[config.mk]
export PLATFORM = sky130hd
export DESIGN_NAME = rnd_vec_top
export DESIGN_NICKNAME = d
export VERILOG_FILES = /design/src/common/rnd_pkg.sv /design/src/design/rnd_cmd_ctrl.sv /design/src/design/rnd_vec_top.sv /design/src/rnd_vec_gen/rnd_vec_gen.sv
export SDC_FILE = /design/constraint.sdc
export NUM_CORES = 2
export LEC_CHECK = 0
export BUFFER_PORTS_ARGS = -buffer_cell sky130_fd_sc_hd__buf_2
export CELL_PAD_IN_SITES_DETAIL_PLACEMENT = 1
export CELL_PAD_IN_SITES_GLOBAL_PLACEMENT = 2
export CORE_ASPECT_RATIO = 0.7
export CORE_MARGIN = 10
export CORE_UTILIZATION = 45
export DETAILED_ROUTE_END_ITERATION = 10
export GPL_TIMING_DRIVEN = 0
export HOLD_SLACK_MARGIN = 0.03
export PLACE_DENSITY = 0.86
export RECOVER_POWER = 50
export SLEW_MARGIN = 20
export SYNTH_ARGS = -nofsm -noshare
export SYNTH_HDL_FRONTEND = slang
export SYNTH_SLANG_ARGS = --single-unit
[constraint.sdc]
create_clock -name clk -period 3 [get_ports clk]
set_input_delay 0.45 -clock clk [delete_from_list [all_inputs] [get_ports clk]]
set_output_delay 0.45 -clock clk [all_outputs]
set_load 0.01 [all_outputs]
[src/common/rnd_pkg.sv]
`default_nettype none

package rnd_pkg;

	// generator geometry
	localparam int OUT_SIZE      = 16; // bits per generated word
	localparam int LFSR_LENGTH   = 55; // words per bank
	localparam int LFSR_FEEDBACK = 24; // feedback tap, counted from 1

	// command field sizes
	localparam int INIT_LEN_W    = 8;  // init length field

	// one generated word, also the host-visible output
	typedef logic [OUT_SIZE-1:0]   rnd_word_t;

	// number of extra init cycles beyond the first
	typedef logic [INIT_LEN_W-1:0] init_len_t;

	// host command opcodes
	typedef enum logic [1:0] {
		op_init    = 2'd0, // multi-cycle init strobe
		op_next    = 2'd1, // one step
		op_save    = 2'd2, // main -> store
		op_restore = 2'd3  // store -> main
	} rnd_op_t;

	// command word presented with req
	typedef struct packed {
		rnd_op_t   op;       // what to do
		init_len_t init_len; // only meaningful for op_init
	} rnd_cmd_t;

	// command controller states
	typedef enum logic [1:0] {
		idle = 2'd0, // waiting for req
		run  = 2'd1, // strobe active
		hold = 2'd2  // ack phase, waits for req low
	} ctrl_state_t;

endpackage

`default_nettype wire

[src/design/rnd_cmd_ctrl.sv]
`default_nettype none

module rnd_cmd_ctrl
	import rnd_pkg::*;
(
	input  wire           clk,
	input  wire           arst_n,
	input  wire           req,     // host request, four-phase
	input  wire rnd_cmd_t cmd,     // stable while req is high
	output logic          ack,     // host acknowledge
	output logic          init,    // init_len+1 cycles
	output logic          save,    // one cycle
	output logic          restore, // one cycle
	output logic          next     // one cycle
);

	ctrl_state_t state;
	ctrl_state_t state_nxt;

	rnd_cmd_t  cmd_q;    // command latched on accept
	init_len_t init_cnt; // init cycles still to go after this one

	logic accept;   // idle and req seen
	logic run_last; // current run cycle is the final one
	logic ack_nxt;
	logic ack_done; // host has released req after ack

	assign accept   = (state == idle) && req;
	assign ack_done = ack && !req;

	// single-cycle ops finish at once, init waits for the counter
	assign run_last = (cmd_q.op != op_init) || (init_cnt == '0);

	// next state
	always_comb begin
		state_nxt = state;
		unique case (state)
			idle: begin
				if (req) begin
					state_nxt = run;
				end
			end
			run: begin
				if (run_last) begin
					state_nxt = hold;
				end
			end
			hold: begin
				if (ack_done) begin
					state_nxt = idle; // ack drops on the same edge
				end
			end
			default: begin
				state_nxt = idle;
			end
		endcase
	end

	// ack one cycle behind hold, low again once req has fallen
	assign ack_nxt = (state == hold) && !ack_done;

	// control registers
	always_ff @(posedge clk or negedge arst_n) begin
		if (!arst_n) begin
			state <= idle;
			ack   <= 1'b0;
		end else begin
			state <= state_nxt;
			ack   <= ack_nxt;
		end
	end

	// init length down counter
	always_ff @(posedge clk or negedge arst_n) begin
		if (!arst_n) begin
			init_cnt <= '0;
		end else if (accept) begin
			init_cnt <= cmd.init_len; // loaded for every op, used only by init
		end else if ((state == run) && (init_cnt != '0)) begin
			init_cnt <= init_cnt - 1'b1;
		end
	end

	// command capture, only read while in run
	always_ff @(posedge clk) begin
		if (accept) begin
			cmd_q <= cmd;
		end
	end

	// strobe decode, at most one high
	always_comb begin
		init    = 1'b0;
		save    = 1'b0;
		restore = 1'b0;
		next    = 1'b0;
		if (state == run) begin
			unique case (cmd_q.op)
				op_init: begin
					init = 1'b1; // whole run phase
				end
				op_next: begin
					next = 1'b1;
				end
				op_save: begin
					save = 1'b1;
				end
				op_restore: begin
					restore = 1'b1;
				end
				default: begin
					next = 1'b0;
				end
			endcase
		end
	end

endmodule

`default_nettype wire

[src/design/rnd_vec_top.sv]
`default_nettype none

module rnd_vec_top
	import rnd_pkg::*;
(
	input  wire           clk,
	input  wire           arst_n,
	input  wire           req,  // host request
	input  wire rnd_cmd_t cmd,  // host command
	output logic          ack,  // host acknowledge
	output rnd_word_t     word  // valid while ack is high
);

	// strobes from controller to generator
	logic init_s;
	logic save_s;
	logic restore_s;
	logic next_s;

	// handshake and strobe timing
	rnd_cmd_ctrl rnd_cmd_ctrl_inst (
		.clk     (clk),
		.arst_n  (arst_n),
		.req     (req),
		.cmd     (cmd),
		.ack     (ack),
		.init    (init_s),
		.save    (save_s),
		.restore (restore_s),
		.next    (next_s)
	);

	// generator, output already settled when ack rises
	rnd_vec_gen rnd_vec_gen_inst (
		.clk     (clk),
		.arst_n  (arst_n),
		.init    (init_s),
		.save    (save_s),
		.restore (restore_s),
		.next    (next_s),
		.out     (word)
	);

endmodule

`default_nettype wire

[src/rnd_vec_gen/rnd_vec_gen.sv]
`default_nettype none

module rnd_vec_gen
	import rnd_pkg::*;
(
	input  wire       clk,
	input  wire       arst_n,
	input  wire       init,    // init strobe, its length picks the start state
	input  wire       save,    // one cycle, copy main into store
	input  wire       restore, // one cycle, copy store into main
	input  wire       next,    // one cycle, advance one word
	output rnd_word_t out      // word 0 of main bank
);

	// banks, index 0 is the newest word
	rnd_word_t main_bank  [LFSR_LENGTH];
	rnd_word_t store_bank [LFSR_LENGTH];

	logic init_d; // init delayed by one cycle, for edge detect

	// step datapath
	rnd_word_t              tap_sum;   // tap word plus last word
	rnd_word_t              step_word; // word entering at position 0
	logic [LFSR_LENGTH-1:0] lsbs;      // bit 0 of every main word

	// decoded actions, init dominates, then restore, then next/save
	logic init_start;
	logic do_step;
	logic do_restore;
	logic do_save;

	assign out = main_bank[0];

	assign init_start = init && !init_d;                  // first init cycle
	assign do_step    = init ? init_d : (next && !restore); // init warm-up or next
	assign do_restore = restore && !init;
	assign do_save    = save && !init && !restore;

	// collect lowest bits for the stall guard
	always_comb begin
		for (int i = 0; i < LFSR_LENGTH; i++) begin
			lsbs[i] = main_bank[i][0];
		end
	end

	// additive lagged feedback
	assign tap_sum = main_bank[LFSR_LENGTH-1] + main_bank[LFSR_FEEDBACK-1];

	// all lsbs zero would lock the low bit forever, so force a one in
	assign step_word = {tap_sum[OUT_SIZE-1:1], (|lsbs) ? tap_sum[0] : 1'b1};

	// init edge detect register
	always_ff @(posedge clk or negedge arst_n) begin
		if (!arst_n) begin
			init_d <= 1'b0;
		end else begin
			init_d <= init;
		end
	end

	// main bank
	always_ff @(posedge clk or negedge arst_n) begin
		if (!arst_n) begin
			for (int i = 0; i < LFSR_LENGTH; i++) begin
				main_bank[i] <= '0; // word reads 0 after reset
			end
		end else if (init_start) begin
			// known start point, any nonzero pattern would do
			for (int i = 1; i < LFSR_LENGTH; i++) begin
				main_bank[i] <= '0;
			end
			main_bank[0] <= rnd_word_t'(1);
		end else if (do_step) begin
			main_bank[0] <= step_word; // new word in front
			for (int i = 1; i < LFSR_LENGTH; i++) begin
				main_bank[i] <= main_bank[i-1]; // rest shifts along
			end
		end else if (do_restore) begin
			for (int i = 0; i < LFSR_LENGTH; i++) begin
				main_bank[i] <= store_bank[i];
			end
		end
	end

	// store bank, zero until the first save
	always_ff @(posedge clk or negedge arst_n) begin
		if (!arst_n) begin
			for (int i = 0; i < LFSR_LENGTH; i++) begin
				store_bank[i] <= '0;
			end
		end else if (do_save) begin
			for (int i = 0; i < LFSR_LENGTH; i++) begin
				store_bank[i] <= main_bank[i]; // snapshot of current state
			end
		end
	end

endmodule

`default_nettype wire

==> results_dict.tcl <==
set metrics [dict create \
    failed_checks "capacitance limit, slew limit, setup timing" \
    worstPathRequired_ns 3.69 \
    outcome "finished with violations" \
    hold_path_class "in2async" \
    seq_area_um2 44400 \
    hold_ws_ns 0.2954 \
    grt_antenna_before_repair 2 \
    die_w_um 498.4 \
    grt_use_total 0.2256 \
    setup_viol 4 \
    place_hpwl_um 135600 \
    vdd_drop_max_uv 456.5 \
    synth_edf_count 2 \
    path_clk_slew_ns 0.07 \
    reg2reg_slack_ns -0.01 \
    critPathCaptureType "register" \
    rr_endpoint "rnd_vec_gen_inst.store_bank[554]" \
    worstPathMaxFanout 10 \
    drive_above_1_share 0.2099 \
    wirelength_um 202200 \
    antenna_left 0 \
    dp_slack_ns -0.5148 \
    p_total_uw 86040 \
    avgSynthCellArea_um2 12.10 \
    synth_nets 5989 \
    min_period_over_period 1.004 \
    ys_ff_latch 1774 \
    htreeDepth 4 \
    worst_slew_pin_slew_ns 1.735 \
    cp-start-kind "register" \
    vias 50350 \
    nFillCells 16170 \
    drv_cap 1 \
    yosysTopAreaCellShare 0.6150 \
    die_y_um 354.9 \
    rows 122 \
    dpl.cell_count 8110 \
    gp_congestion 0.8078 \
    syn2layout_area_growth_pct 12.69 \
    final_hold_viol_count 0 \
    netlist_instances 5958 \
    initial_core_util 0.4546 \
    power.density_nw_per_um2 1059 \
    root_buffer "clkbuf_16" \
    layout_setup_ws_ns -0.01065 \
    synth_cell_types 53 \
    reg2regPathDepth 6 \
    r2r-start "rnd_cmd_ctrl_inst.cmd_q[8]" \
    port-buffer-count 29 \
    ys_seq_area_frac 0.6159 \
    grt_pass1_wl_um 324800 \
    grt_pass1_vias 54160 \
    fmax_mhz 332.2 \
    path_class "reg2reg" \
    die_area_um2 176900 \
    grt_overflow 0 \
    fin_nets 6223 \
    drtPass1Iterations 7 \
    grt_max_degree 141 \
    ios 30 \
    max_slew_margin -0.1569 \
    multiInputGateArea_um2 25380 \
    fin_worst_skew_ns 0.03925 \
    synth-main-ff-cell "dfrtp_1" \
    rsz0062_at_grt "false" \
    cts_buffers 172 \
    ys_top_cells_by_area "dfrtp_1, mux2_2, o221ai_1" \
    async_flop_share 0.9989 \
    drc 0 \
    clock_path_buffers 3 \
    synth_top_cell_by_area "dfrtp_1" \
    p_leak_uw 0.04169 \
    synth_area_um2 72100 \
    cp_data_arrival_time_ns 3.70 \
    layout_min_cycle_time_ns 3.011 \
    cts.sinks 1774 \
    yosysWarnings 0 \
    fin_cells 8435 \
    cts_tree "built" \
    core_area_um2 158600 \
    viasPerCell 5.969 \
    drt_iter0_drc 4435 \
    slew_viol_final 71 \
    post-route-util 0.5123 \
    avgRoutedWirePerCell_um 23.98 \
    clk_latency_ns 0.82 \
]
[worst max-delay path: stages (launching register included)]
cell and delay [ns]:
edfxtp_1 0.57, nand2b_1 0.31, nor2_4 0.18, buf_4 0.25, clkbuf_1 0.68, buf_2 0.47, mux2_2 0.39
[cell type report]
type | instances | area share
diodes | 1 | 0.00003080
plain buffers | 501 | 0.02804
clock buffers | 259 | 0.06446
clock inverters | 49 | 0.007823
inverters | 4 | 0.0001848
multi-input cells | 3679 | 0.3123
flip-flops and latches | 1774 | 0.5465
well taps | 2108 | 0.03246
repair buffers | 60 | 0.008162
[registers in the layout (all words and copies together), names as in the netlist]
name and flops:
rnd_cmd_ctrl_inst.state 2, rnd_cmd_ctrl_inst.cmd_q 2, rnd_vec_gen_inst.init_d 1, rnd_vec_gen_inst.store_bank 880, rnd_vec_gen_inst.lsbs 54, rnd_cmd_ctrl_inst.init_cnt 8
rnd_vec_gen_inst.out 16, rnd_cmd_ctrl_inst.ack 1, rnd_vec_gen_inst.main_bank 810
[cells in the mapped netlist (10+ instances only)]
| cell | n |
|---|---|
| a21oi_1 | 14 |
| buf_1 | 30 |
| buf_2 | 224 |
| buf_4 | 40 |
| clkbuf_1 | 205 |
| dfrtp_1 | 1772 |
| ha_1 | 17 |
| mux2_1 | 128 |
| mux2_2 | 753 |
| nand2_1 | 1760 |
| nor2_1 | 14 |
| nor4_1 | 15 |
| o21ai_0 | 21 |
| o221ai_1 | 866 |
| xnor2_1 | 11 |
| xor2_1 | 10 |
[power by group]
group / switching [uW] / total, uW / leakage, uW / internal, uW
Sequential: 9670 / 44100 / 0.0245 / 34400
Clock: 9560 / 22700 / 0.00291 / 13200
Combinational: 11500 / 19200 / 0.0143 / 7690
[worst max-delay path by stage]
stage | cells past startpoint | slack [ns] | endpoint | start
after floorplan | 8 | 0.63 | rnd_vec_gen_inst.out[12] | rnd_vec_gen_inst.lsbs[23]
after global placement | 1 | -37.46 | rnd_vec_gen_inst.main_bank[374] | arst_n
after detailed placement | 6 | -0.51 | rnd_vec_gen_inst.store_bank[172] | rnd_cmd_ctrl_inst.state[1]
after CTS | 7 | 0.004 | rnd_vec_gen_inst.main_bank[507] | rnd_cmd_ctrl_inst.state[0]
after global routing | 7 | 0.02 | rnd_vec_gen_inst.main_bank[450] | rnd_cmd_ctrl_inst.state[1]
final | 6 | -0.01 | rnd_vec_gen_inst.store_bank[554] | rnd_cmd_ctrl_inst.cmd_q[8]
[cells in the final DEF (no fill, tap or decap), types with 3 or more instances in the layout]
| cell type | n |
|---|---|
| dfrtp_1 | 1772 |
| nand2_1 | 1759 |
| o221ai_1 | 866 |
| mux2_2 | 753 |
| clkbuf_1 | 265 |
| buf_2 | 219 |
| clkbuf_16 | 177 |
| mux2_1 | 128 |
| clkbuf_8 | 51 |
| buf_4 | 30 |
| buf_1 | 29 |
| clkinv_2 | 25 |
| o21ai_0 | 23 |
| ha_1 | 17 |
| clkbuf_2 | 16 |
| nor2_1 | 14 |
| a21oi_1 | 14 |
| nor4_1 | 14 |
| bufinv_16 | 13 |
| dlygate4sd3_1 | 12 |
| xnor2_1 | 11 |
| xor2_1 | 10 |
| buf_16 | 10 |
| a22oi_1 | 9 |
| nor3_1 | 6 |
| nand3_1 | 6 |
| inv_1 | 4 |
| buf_6 | 4 |
| nand4_1 | 4 |
| clkinv_8 | 4 |
| buf_12 | 4 |
| clkbuf_4 | 3 |
| a21o_1 | 3 |
| clkinvlp_4 | 3 |
[metal layers]
metal,wire (um),vias to the layer above,track usage
li1,-,21960,-
met1,99260,27150,0.3425
met2,90780,994,0.3429
met3,8525,242,0.03243
met4,3676,0,0.04940
met5,0,-,0
[metrics by stage]
| stage | instance area, um2 | TNS (ns) |
|---|---|---|
| final | 81250 | -0.02322 |
| after global routing | 81250 | 0 |
| after CTS | 81360 | 0 |
| after detailed placement | 75300 | -369.77 |
| after global placement | 74880 | - |
| after floorplan | 72100 | 0 |
[timing repair]
item	CTS	global route
pin swaps	1	0
gates cloned	0	1
resized for setup	5	9
buffers inserted	2	0
endpoints found under the hold margin	98	0
hold buffers	13	0
endpoints found under the setup margin	1318	308
[cell families after synthesis]
logic type / share of synthesized area
AO/OA/AOI/OAI: 0.1116
buffers and inverters: 0.03250
flip-flops: 0.6159
AND/OR/NAND/NOR: 0.09668
XOR/XNOR: 0.002551
multiplexers: 0.1376
adder cells (fa/ha/maj): 0.003228
(Power assumes the default switching activity.)
